**config.mk**
```make
export PLATFORM = sky130hd
export DESIGN_NAME = psgFetchTop
export DESIGN_NICKNAME = d
export VERILOG_FILES = /design/src/verilog/psgPkg.sv /design/src/verilog/psgBusArb.sv /design/src/verilog/psgWaveChannel.sv /design/src/verilog/psgBusMaster.sv /design/src/verilog/psgMixer.sv /design/src/verilog/psgFetchTop.sv
export SDC_FILE = /design/constraint.sdc
export NUM_CORES = 2
export LEC_CHECK = 0
export BUFFER_PORTS_ARGS = -buffer_cell sky130_fd_sc_hd__clkbuf_2
export CORE_MARGIN = 2
export CORE_UTILIZATION = 55
export DETAILED_ROUTE_END_ITERATION = 16
export MAX_ROUTING_LAYER = met4
export PLACE_DENSITY_LB_ADDON = 0.08
export SYNTH_ARGS = -nofsm -noshare
export SYNTH_HDL_FRONTEND = slang
export SYNTH_SLANG_ARGS = --single-unit
```
**constraint.sdc**
```tcl
create_clock -name clk -period 26.5 [get_ports clk]
set_input_delay 7.95 -clock clk [delete_from_list [all_inputs] [get_ports clk]]
set_output_delay 7.95 -clock clk [all_outputs]
set_load 0.005 [all_outputs]
```
**src/verilog/psgPkg.sv**
```systemverilog
package psgPkg;

	// ======================================================================
	// sizes
	// ======================================================================

	// wavetable channels sharing one memory bus
	localparam int NumChannels = 8;
	localparam int ChanBits = 3;

	// memory word address and sample widths
	localparam int AdrWidth = 16;
	localparam int SampleWidth = 16;

	// eight 16-bit samples need three extra bits of headroom
	localparam int MixWidth = 19;

	// ce ticks per sample
	localparam int PeriodWidth = 8;

	// ======================================================================
	// enums
	// ======================================================================

	// configuration target of a write strobe
	typedef enum logic [1:0] {
		CfgBase,
		CfgLength,
		CfgPeriod,
		CfgEnable
	} psgCfgField_e;

	typedef enum logic {
		BusIdle,
		BusActive
	} psgBusState_e;

	// ======================================================================
	// structs
	// ======================================================================

	// one configuration write, data carries a base address, a length,
	// a period or an enable mask
	typedef struct packed {
		logic we;
		logic [ChanBits-1:0] chan;
		psgCfgField_e field;
		logic [AdrWidth-1:0] data;
	} psgCfg_t;

	// arbiter output, one-hot select plus owner index
	typedef struct packed {
		logic [NumChannels-1:0] sel;
		logic [ChanBits-1:0] seln;
	} psgGrant_t;

	// sample returned from memory, tagged with its channel
	typedef struct packed {
		logic valid;
		logic [ChanBits-1:0] chan;
		logic signed [SampleWidth-1:0] data;
	} psgFetch_t;

endpackage

```
**src/verilog/psgBusArb.sv**
```systemverilog
`timescale 1ns/1ps

module psgBusArb (
	input logic clk,
	input logic rst,
	input logic ce,
	input logic busFree,
	input logic [psgPkg::NumChannels-1:0] req,
	output psgPkg::psgGrant_t grant
);

	logic [psgPkg::NumChannels-1:0] nextSel;
	logic [psgPkg::ChanBits-1:0] nextSeln;
	logic anyReq;

	// ======================================================================
	// priority pick, lowest index wins
	// ======================================================================

	// scan from the top down so the lowest requester is written last
	always_comb begin
		nextSel = '0;
		nextSeln = '0;
		for (int i = psgPkg::NumChannels - 1; i >= 0; i--) begin
			if (req[i]) begin
				nextSel = '0;
				nextSel[i] = 1'b1;
				nextSeln = psgPkg::ChanBits'(i);
			end
		end
	end

	assign anyReq = |req;

	// ======================================================================
	// grant register
	// ======================================================================

	// moves only on ce while the bus master is idle
	always_ff @(posedge clk) begin
		if (rst) begin
			grant.sel <= '0;
			grant.seln <= '0;
		end else if (ce && busFree && anyReq) begin
			grant.sel <= nextSel;
			grant.seln <= nextSeln;
		end
		// nobody asking, last owner keeps the bus
	end

endmodule

```
**src/verilog/psgWaveChannel.sv**
```systemverilog
`timescale 1ns/1ps

module psgWaveChannel (
	input logic clk,
	input logic rst,
	input logic ce,
	input psgPkg::psgCfg_t cfg,
	input logic [psgPkg::ChanBits-1:0] chanId,
	input logic start,
	input logic [psgPkg::ChanBits-1:0] startChan,
	input psgPkg::psgFetch_t fetch,
	output logic req,
	output logic [psgPkg::AdrWidth-1:0] adr,
	output logic signed [psgPkg::SampleWidth-1:0] sample,
	output logic enable,
	output logic underrun
);

	logic [psgPkg::AdrWidth-1:0] base;
	logic [psgPkg::AdrWidth-1:0] length;
	logic [psgPkg::AdrWidth-1:0] index;
	logic [psgPkg::PeriodWidth-1:0] period;
	logic [psgPkg::PeriodWidth-1:0] timer;
	logic pending;
	logic cfgHit;
	logic enableWr;
	logic expire;
	logic startHit;
	logic fetchHit;

	assign cfgHit = cfg.we && (cfg.chan == chanId);
	assign enableWr = cfg.we && (cfg.field == psgPkg::CfgEnable);
	assign startHit = start && (startChan == chanId);
	assign fetchHit = fetch.valid && (fetch.chan == chanId);

	// timer reaches the programmed period on this ce tick
	assign expire = enable && ce && (timer + 1'b1 == period);

	assign adr = base + index;

	// ======================================================================
	// configuration
	// ======================================================================

	always_ff @(posedge clk) begin
		if (rst) begin
			base <= '0;
			length <= '0;
			period <= '0;
			enable <= 1'b0;
		end else begin
			if (cfgHit && cfg.field == psgPkg::CfgBase)
				base <= cfg.data;
			if (cfgHit && cfg.field == psgPkg::CfgLength)
				length <= cfg.data;
			if (cfgHit && cfg.field == psgPkg::CfgPeriod)
				period <= cfg.data[psgPkg::PeriodWidth-1:0];
			// enable mask goes to all channels at once
			if (enableWr)
				enable <= cfg.data[chanId];
		end
	end

	// ======================================================================
	// timer, table walk and fetch request
	// ======================================================================

	always_ff @(posedge clk) begin
		if (rst) begin
			timer <= '0;
			index <= '0;
			pending <= 1'b0;
			req <= 1'b0;
			sample <= '0;
			underrun <= 1'b0;
		end else begin
			if (enableWr)
				timer <= '0;
			else if (enable && ce)
				timer <= expire ? '0 : timer + 1'b1;

			// a new table restarts the walk
			if (cfgHit && (cfg.field == psgPkg::CfgBase || cfg.field == psgPkg::CfgLength))
				index <= '0;
			else if (fetchHit)
				index <= (index + 1'b1 == length) ? '0 : index + 1'b1;

			// bus master took the request
			if (startHit)
				req <= 1'b0;

			if (fetchHit) begin
				sample <= fetch.data;
				pending <= 1'b0;
			end

			if (expire) begin
				if (pending && !fetchHit) begin
					underrun <= 1'b1;
				end else begin
					pending <= 1'b1;
					req <= 1'b1;
				end
			end

			// clearing wins over a simultaneous expiry
			if (enableWr)
				underrun <= 1'b0;
		end
	end

endmodule

```
**src/verilog/psgBusMaster.sv**
```systemverilog
`timescale 1ns/1ps

module psgBusMaster (
	input logic clk,
	input logic rst,
	input logic ce,
	input psgPkg::psgGrant_t grant,
	input logic [psgPkg::NumChannels-1:0] req,
	input logic [psgPkg::AdrWidth-1:0] chanAdr [psgPkg::NumChannels],
	output logic busFree,
	output logic start,
	output logic [psgPkg::ChanBits-1:0] startChan,
	output logic memCyc,
	output logic [psgPkg::AdrWidth-1:0] memAdr,
	input logic [psgPkg::SampleWidth-1:0] memDat,
	input logic memAck,
	output psgPkg::psgFetch_t fetch
);

	psgPkg::psgBusState_e state;
	logic [psgPkg::ChanBits-1:0] owner;
	logic launch;

	// owner still wants the bus on a ce tick
	assign launch = ce && (grant.sel != '0) && req[grant.seln];

	// arbiter may only move while no read is in flight
	assign busFree = (state == psgPkg::BusIdle);

	assign startChan = owner;

	// ======================================================================
	// read sequencer
	// ======================================================================

	always_ff @(posedge clk) begin
		if (rst) begin
			state <= psgPkg::BusIdle;
			owner <= '0;
			memCyc <= 1'b0;
			start <= 1'b0;
			fetch.valid <= 1'b0;
		end else begin
			start <= 1'b0;
			fetch.valid <= 1'b0;
			case (state)
				psgPkg::BusIdle: begin
					if (launch) begin
						// owner is captured here, the grant may change later
						owner <= grant.seln;
						memCyc <= 1'b1;
						start <= 1'b1;
						state <= psgPkg::BusActive;
					end
				end
				psgPkg::BusActive: begin
					// wait here as long as memory holds off the ack
					if (memAck) begin
						memCyc <= 1'b0;
						fetch.valid <= 1'b1;
						state <= psgPkg::BusIdle;
					end
				end
				default: state <= psgPkg::BusIdle;
			endcase
		end
	end

	// address and returned data
	always_ff @(posedge clk) begin
		if (state == psgPkg::BusIdle && launch)
			memAdr <= chanAdr[grant.seln];
		if (state == psgPkg::BusActive && memAck) begin
			fetch.chan <= owner;
			fetch.data <= memDat;
		end
	end

endmodule

```
**src/verilog/psgMixer.sv**
```systemverilog
`timescale 1ns/1ps

module psgMixer (
	input logic clk,
	input logic rst,
	input logic signed [psgPkg::SampleWidth-1:0] sample [psgPkg::NumChannels],
	input logic [psgPkg::NumChannels-1:0] enable,
	output logic signed [psgPkg::MixWidth-1:0] mixOut
);

	logic signed [psgPkg::MixWidth-1:0] sum;

	// ======================================================================
	// sum of enabled channels
	// ======================================================================

	// samples are sign extended before adding
	always_comb begin
		sum = '0;
		for (int i = 0; i < psgPkg::NumChannels; i++) begin
			if (enable[i])
				sum = sum + psgPkg::MixWidth'(sample[i]);
		end
	end

	always_ff @(posedge clk) begin
		if (rst)
			mixOut <= '0;
		else
			mixOut <= sum;
	end

endmodule

```
**src/verilog/psgFetchTop.sv**
```systemverilog
`timescale 1ns/1ps

module psgFetchTop (
	input logic clk,
	input logic rst,
	input logic ce,
	input psgPkg::psgCfg_t cfg,
	input logic [psgPkg::SampleWidth-1:0] memDat,
	input logic memAck,
	output logic memCyc,
	output logic [psgPkg::AdrWidth-1:0] memAdr,
	output logic signed [psgPkg::MixWidth-1:0] mixOut,
	output logic [psgPkg::NumChannels-1:0] underrun
);

	logic [psgPkg::NumChannels-1:0] req;
	logic [psgPkg::AdrWidth-1:0] chanAdr [psgPkg::NumChannels];
	logic signed [psgPkg::SampleWidth-1:0] sample [psgPkg::NumChannels];
	logic [psgPkg::NumChannels-1:0] enable;
	psgPkg::psgGrant_t grant;
	psgPkg::psgFetch_t fetch;
	logic busFree;
	logic start;
	logic [psgPkg::ChanBits-1:0] startChan;

	// ======================================================================
	// wavetable channels
	// ======================================================================

	for (genvar i = 0; i < psgPkg::NumChannels; i++) begin : gChan
		psgWaveChannel psgWaveChannel_inst (
			.clk(clk),
			.rst(rst),
			.ce(ce),
			.cfg(cfg),
			.chanId(psgPkg::ChanBits'(i)),
			.start(start),
			.startChan(startChan),
			.fetch(fetch),
			.req(req[i]),
			.adr(chanAdr[i]),
			.sample(sample[i]),
			.enable(enable[i]),
			.underrun(underrun[i])
		);
	end

	// ======================================================================
	// shared memory bus
	// ======================================================================

	psgBusArb psgBusArb_inst (
		.clk(clk),
		.rst(rst),
		.ce(ce),
		.busFree(busFree),
		.req(req),
		.grant(grant)
	);

	psgBusMaster psgBusMaster_inst (
		.clk(clk),
		.rst(rst),
		.ce(ce),
		.grant(grant),
		.req(req),
		.chanAdr(chanAdr),
		.busFree(busFree),
		.start(start),
		.startChan(startChan),
		.memCyc(memCyc),
		.memAdr(memAdr),
		.memDat(memDat),
		.memAck(memAck),
		.fetch(fetch)
	);

	// output mix
	psgMixer psgMixer_inst (
		.clk(clk),
		.rst(rst),
		.sample(sample),
		.enable(enable),
		.mixOut(mixOut)
	);

endmodule

```
Word level (Yosys, flattened, before mapping)
Index checks and enable logic that the tools add are counted.
{ "word_totals": {"latchBits": 0, "input_bits": 42, "word_cells": 391, "mem_bits_ro": 0, "mem_bits_rw": 0, "output_inout_bits": 44, "register_bits": 744, "memories": 0} }
{ "classes": {"eq_ne": 42, "order_cmp": 2, "n_reduce_logical": 123, "n_shift": 0, "n_mux": 100, "bitwise_logic": 2, "n_addsub": 31, "mul": 0, "n_div": 0} }
{ "ops": {"columns": ["op", "n"], "rows": [
  ["$mux 16", 10],
  ["$mux 19", 8],
  ["$add 19x16->19", 7],
  ["$add 16x1->16 const B", 8],
  ["$add 16x16->16", 8],
  ["$eq 16x16->1", 8],
  ["$mux 8", 16],
  ["$logic_and 1x1->1", 87],
  ["$add 8x1->8 const B", 8],
  ["$eq 8x8->1", 8],
  ["$mux 1", 54],
  ["$bmux 16 s3", 1],
  ["$eq 3x3->1 const B", 12],
  ["$mux 3", 8],
  ["$reduce_or 2->1", 11],
  ["$reduce_and 2->1", 10],
  ["$eq 3x2->1 const B", 6],
  ["$eq 3x1->1 const B", 3],
  ["$logic_not 3->1", 3],
  ["$logic_not 1->1", 8],
  ["$reduce_bool 8->1", 1],
  ["$reduce_or 8->1", 1],
  ["$eq 2x2->1 const B", 2],
  ["$ge 4x4->1 const B", 1],
  ["other kinds (10)", 11]
]} }

Longest topological paths before layout
{ "depth": {"word_depth": 15, "ltp_mapped": 59, "depth_no_buf": 57} }

Cells and area by module
A second synthesis with hierarchy kept.
{ "unflattened": {"cells_unflattened": 6136, "hier_area_um2": 51235.4} }
{ "by_module_without_submodules": {"columns": ["mod", "area_per_inst_um2", "cells_per_inst", "seq_area_each_um2", "instances"], "rows": [
  ["psgWaveChannel at gChan[1].psgWaveChannel_inst ...", 5016.1, 595, 1681.6, 4],
  ["psgWaveChannel at gChan[5].psgWaveChannel_inst ...", 4962.3, 585, 1681.6, 2],
  ["psgMixer", 8680.8, 1228, 380.4, 1],
  ["psgWaveChannel at gChan[0].psgWaveChannel_inst", 4901.0, 586, 1681.6, 1],
  ["psgWaveChannel at gChan[7].psgWaveChannel_inst", 4808.4, 578, 1681.6, 1],
  ["psgBusMaster", 2344.7, 131, 1191.1, 1],
  ["psgBusArb", 504.2, 61, 220.2, 1],
  ["psgFetchTop", 7.5, 2, 0.0, 1]
]} }

Worst setup path before layout
No wires, ideal clock.
{ "synth_path": {"path_type": "reg-to-reg", "startpoint": "register gChan[0].psgWaveChannel_inst.enable", "endpoint": "register psgMixer_inst.mixOut[18] (netlist name)", "setup_slack_ns": 16.034, "setup_time_ns": 0.065, "n_path_buf": 2, "arrival_time_ns": 10.401, "path_stages_with_launch": 55, "path_cell_list": "dfxtp_1 buf_4 clkbuf_1 nand2_1 xnor2_1 ha_1 a21oi_1 or4_4 a21oi_1 xnor2_1 nor2_1 xnor2_1 ha_1 o21a_1 a21o_1 a21oi_1 xor2_1 nor2_1 [... 19 more ...] a21oi_1 xor2_1 nand2_1 o21a_1 ha_1 nand2_1 o311ai_0 xnor2_1 nor2_1 a221o_1 ha_1 o21ai_0 nand2b_1 o31ai_1 mux2i_1 xnor2_1 xnor3_1 nor2_1"} }
{ "synth_via": {"elab_chain_len": 15} }
{ "synth_rtl": {"columns": ["item", "line_no", "text"], "rows": [
  ["start: declaration", "psgWaveChannel.sv:15", "output logic enable,"],
  ["start signal: assignment", "psgWaveChannel.sv:60", "enable <= cfg.data[chanId];"],
  ["$mux 19 (*)", "psgMixer.sv:21", "if (enable[i])"],
  ["$add 19x16->19", "psgMixer.sv:22", "sum = sum + psgPkg::MixWidth'(sample[i]);"],
  ["$mux 19 (*)", "psgMixer.sv:21", null],
  ["$add 19x16->19", "psgMixer.sv:22", null],
  ["$mux 19 (*)", "psgMixer.sv:21", null],
  ["$add 19x16->19", "psgMixer.sv:22", null],
  ["$mux 19 (*)", "psgMixer.sv:21", null],
  ["$add 19x16->19", "psgMixer.sv:22", null],
  ["$mux 19 (*)", "psgMixer.sv:21", null],
  ["$add 19x16->19", "psgMixer.sv:22", null],
  ["$mux 19 (*)", "psgMixer.sv:21", null],
  ["$add 19x16->19", "psgMixer.sv:22", null],
  ["$mux 19 (*)", "psgMixer.sv:21", null],
  ["$add 19x16->19", "psgMixer.sv:22", null],
  ["$mux 19 (*)", "psgMixer.sv:21", null],
  ["end signal: assignment", "psgMixer.sv:30", "mixOut <= sum;"],
  ["end: declaration", "psgMixer.sv:8", "output logic signed [psgPkg::MixWidth-1:0] mixOut"]
]} }
Mark *: on every way between the ends. The rest lies on a longest branch, timed or not.
A chain may end at the register's enable or synchronous reset.

Worst setup path after layout
Ends and elaborated chain as after synthesis.

==> impl_table.tex <==
\begin{tabular}{lr}
\hline
Metric & Value \\
\hline
\multicolumn{2}{l}{\textbf{Routing}} \\
Detailed-route wire length per cell & 19.83 um \\
Drt first pass iters & 6 \\
Detailed Route Iter0 Violations & 3,227 \\
Vias per cell & 5.915 \\
Routed WL & 136,900 um \\
Total via count in the routed design & 40,820 \\
ANT nets after route & 0 \\
Total DRC errors in the routed layout & 0 \\
\multicolumn{2}{l}{\textbf{Timing}} \\
Relative slew margins & 0.1590 \\
Setup total negative slack & 0 ns \\
Setup repair after global routing missed its margin & false \\
Highest clock rate & 85.76 MHz \\
Transition time of the tightest slew-check pin & 1.251 ns \\
Worst hold slack across all endpoints & 0.4515 ns \\
Setup ws final & 14.84 ns \\
Share of the clock period used by the worst path after layout & 0.4400 \\
Number of max-slew violations in the final report & 0 \\
Final period demand of the worst path & 11.66 ns \\
Clock skew & 0.03991 ns \\
Final number of hold-violating endpoints & 0 \\
Finish-stage setup viols & 0 \\
\multicolumn{2}{l}{\textbf{Yosys}} \\
Top FF cell, synth & sky130\_fd\_sc\_hd\_\_dfxtp\_1 \\
Fraction of post-synthesis cell area in the top cell type by area & 0.3106 \\
Syn Area/Cell & 7.816 um2 \\
Distinct cell type count after synthesis & 85 \\
Count of flip-flops with a built-in enable after synthesis & 35 \\
Area of the mapped netlist & 45,700 um2 \\
Ranking of synthesized cells by area & sky130\_fd\_sc\_hd\_\_dfxtp\_1 31\%, sky130\_fd\_sc\_hd\_\_nand2\_1 8.6\%, sky130\_fd\_sc\_hd\_\_a21oi\_1 8.5\% \\
Biggest area consumer among synthesized cells & sky130\_fd\_sc\_hd\_\_dfxtp\_1 \\
Yosys reg bits & 744 \\
Cell types with the highest counts after synthesis & 1,046 x sky130\_fd\_sc\_hd\_\_nand2\_1, 779 x sky130\_fd\_sc\_hd\_\_a21oi\_1, 709 x sky130\_fd\_sc\_hd\_\_dfxtp\_1, 511 x sky130\_fd\_sc\_hd\_\_nor2\_1, 359 x sky130\_fd\_sc\_hd\_\_xnor2\_1 \\
Most used standard cell by instance count after synthesis & sky130\_fd\_sc\_hd\_\_nand2\_1 \\
Portion of the post-synthesis area used by sequential elements & 0.3336 \\
Async set-or-reset flop fraction in the synthesized netlist & 0 \\
Yosys warning count & 0 \\
Post-synth net total & 6,169 \\
Post-synthesis instance total & 5,847 \\
\multicolumn{2}{l}{\textbf{Placement}} \\
Port Buf Inserts & 85 \\
Post-DP Area & 46,700 um2 \\
Routability congestion estimate & 0.9908 \\
Number of placed cells counting well taps & 6,744 \\
Placed wire-length estimate after detailed placement & 95,650 um \\
Setup slack after placement & 14.94 ns \\
\multicolumn{2}{l}{\textbf{Floorplanning}} \\
I/O pins & 86 \\
Std-Cell Core Area & 82,110 um2 \\
Standard-cell row count & 105 \\
Total die area & 85,410 um2 \\
Die W & 292.2 um \\
Vertical die dimension & 292.2 um \\
Initial Util & 0.5565 \\
\multicolumn{2}{l}{\textbf{Pwr}} \\
Gate power share & 0.044 \\
Cell Pwr Density & 50.30 nW/um2 \\
Static power due to leakage & 19.61 nW \\
Largest vdd supply drop & 50.26 uV \\
Power share of the clock group & 0.502 \\
Reg power frac & 0.454 \\
Overall power & 2.499 mW \\
P\_int & 1.891 mW \\
Switch share & 0.2434 \\
Psw & 0.6085 mW \\
\multicolumn{2}{l}{\textbf{Clocking}} \\
Clk Latency, worst-skew pair & 0.68 ns \\
Cts-stage hold buffer count & 0 \\
Post-CTS setup buffer count & 0 \\
CTS buffer count & 85 \\
Clock Pin Slew Worst Setup and Hold Paths & 0.06 ns \\
Clock tree from TritonCTS & yes \\
Max Root-Sink Buffers & 3 \\
Clock H-tree levels & 3 \\
Buffer cell driving the clock tree root & sky130\_fd\_sc\_hd\_\_clkbuf\_16 \\
Clock sink count & 744 \\
Number of instances resized during post-cts repair & 0 \\
\multicolumn{2}{l}{\textbf{Status}} \\
Outcome & finished, final reports clean \\
\multicolumn{2}{l}{\textbf{GRT}} \\
Largest net degree at the start of global routing & 111 \\
Initial antenna violation count & 2 \\
Total gr overflow & 0 \\
Vias in the first global route & 37,410 \\
Global router's overall resource usage & 0.3226 \\
Global-route wire length before repair & 212,500 um \\
\multicolumn{2}{l}{\textbf{Cells and area}} \\
Fraction of final layout cells with drive strength greater than 1 & 0.07050 \\
Final Instance Area & 49,690 um2 \\
Non-filler cells in the finished layout & 6,901 \\
P\&R area growth vs syn & 8.734\% \\
Final Util & 0.6052 \\
Layout net count & 6,083 \\
\multicolumn{2}{l}{\textbf{Worst setup path}} \\
Crit path DAT & 12.24 ns \\
Critical Path Fanout Max & 32 \\
Critical path endpoint category & register \\
Cell type group with the largest total delay on the critical path & compound AO/OA/AOI/OAI gates \\
Worst setup path startpoint & gChan[0].psgWaveChannel\_inst.enable \\
Cell type of the slowest stage on the worst timing path & sky130\_fd\_sc\_hd\_\_or4\_4 \\
R2R Path Start & gChan[0].psgWaveChannel\_inst.enable \\
Sum of buffers and inverters on the critical path & 1 \\
Cell repeated most along the worst path & sky130\_fd\_sc\_hd\_\_ha\_1 \\
Data required time of the worst path & 27.08 ns \\
Kind of start point of the critical path & register \\
Delay of the slowest critical-path stage & 0.54 ns \\
Kind of critical path & reg2reg \\
\multicolumn{2}{l}{\textbf{Job}} \\
Max-Cap Viols & 0 \\
\multicolumn{2}{l}{\textbf{Worst hold path}} \\
Type of the most critical hold path & reg2reg \\
Startpoint of the tightest hold check path & gChan[0].psgWaveChannel\_inst.sample[0] \\
\hline
\end{tabular}
[routing by layer]
layer / vias up / wire length, um / global-route usage
met5: - / 0 / -
met4: 0 / 5078 / 0.1157
met3: 273 / 8049 / 0.03938
met2: 1136 / 62940 / 0.5164
met1: 19290 / 60800 / 0.4206
li1: 20120 / - / -
[layout make-up]
type                       instances  area (um2)
fill                            7547       32420
inverter                         116       435.4
clock inverter                    48       654.4
timing repair buffer             145       885.9
multi-input combinational       4669       28790
clock buffer                     108        2333
tap                             1070        1339
sequential                       744       15240
antenna                            1       2.502
[worst reg2reg max path: cells and delay by family, from the launching register on]
kind | cells | cell delay (ns)
fa+ha+maj | 8 | 2.36
mux | 2 | 0.54
buf+inv | 1 | 0.29
flops | 1 | 0.37
compound gates | 16 | 3.43
simple gates | 17 | 2.86
xor+xnor | 9 | 1.69
[power groups by stage]
stage	clock network, mW	registers, mW	logic (mW)
after global placement	0	1.16	0.108
after floorplan	0	1.16	0.0678
final	1.25	1.14	0.110
after detailed placement	0	1.16	0.108
after CTS	1.27	1.14	0.109
after global routing	1.31	1.14	0.117
[logic make-up (layout without fill, tap and decap cells)]
logic type,Yosys count,in the layout,synth area share
other cells,0,1,0
simple gates,2271,2271,0.2238
compound gates,1429,1429,0.1810
xor+xnor,534,534,0.1026
fa+ha+maj,281,281,0.07918
flops,744,744,0.3336
mux,154,154,0.04189
buf+inv,434,417,0.03787
[sequential cells by signal (all words and copies together), names as in the netlist]
signal                              flops
gChan.psgWaveChannel_inst.base        128
gChan.psgWaveChannel_inst.enable        8
gChan.psgWaveChannel_inst.index       128
gChan.psgWaveChannel_inst.length      128
gChan.psgWaveChannel_inst.pending       8
gChan.psgWaveChannel_inst.period       64
gChan.psgWaveChannel_inst.req           8
gChan.psgWaveChannel_inst.sample      128
gChan.psgWaveChannel_inst.timer        64
gChan.psgWaveChannel_inst.underrun      8
psgBusArb_inst.grant                   11
psgBusMaster_inst.fetch                20
psgBusMaster_inst.memAdr               16
psgBusMaster_inst.memCyc                1
psgBusMaster_inst.start                 1
psgBusMaster_inst.startChan             3
psgBusMaster_inst.state                 1
psgMixer_inst.mixOut                   19
[cell usage in the layout (no fill, tap or decap), types with 84 or more instances in the layout]
cell type / synthesis / layout
sky130_fd_sc_hd__nor2_1: 511 / 506
sky130_fd_sc_hd__o21ai_0: 256 / 255
sky130_fd_sc_hd__clkbuf_2: 11 / 84
sky130_fd_sc_hd__a21oi_1: 779 / 779
sky130_fd_sc_hd__xnor2_1: 359 / 359
sky130_fd_sc_hd__clkbuf_16: 0 / 85
sky130_fd_sc_hd__ha_1: 266 / 266
sky130_fd_sc_hd__nand3_1: 129 / 129
sky130_fd_sc_hd__mux2i_1: 96 / 96
sky130_fd_sc_hd__nor3b_1: 89 / 89
sky130_fd_sc_hd__nor3_1: 102 / 97
sky130_fd_sc_hd__and3_1: 92 / 92
sky130_fd_sc_hd__dfxtp_1: 709 / 709
sky130_fd_sc_hd__inv_1: 111 / 111
sky130_fd_sc_hd__xor2_1: 174 / 174
sky130_fd_sc_hd__nand2_1: 1046 / 1046
[worst paths after layout]
kind | to | slack (ns) | depth (start not counted)
max | psgMixer_inst.mixOut[18] | 14.84 | 53
min | gChan[0].psgWaveChannel_inst.sample[0] | 0.45 | 2
max reg2reg | psgMixer_inst.mixOut[18] | 14.84 | 53
min reg2reg | gChan[0].psgWaveChannel_inst.sample[0] | 0.45 | 2
No activity file was read; power rests on OpenSTA's default activity.
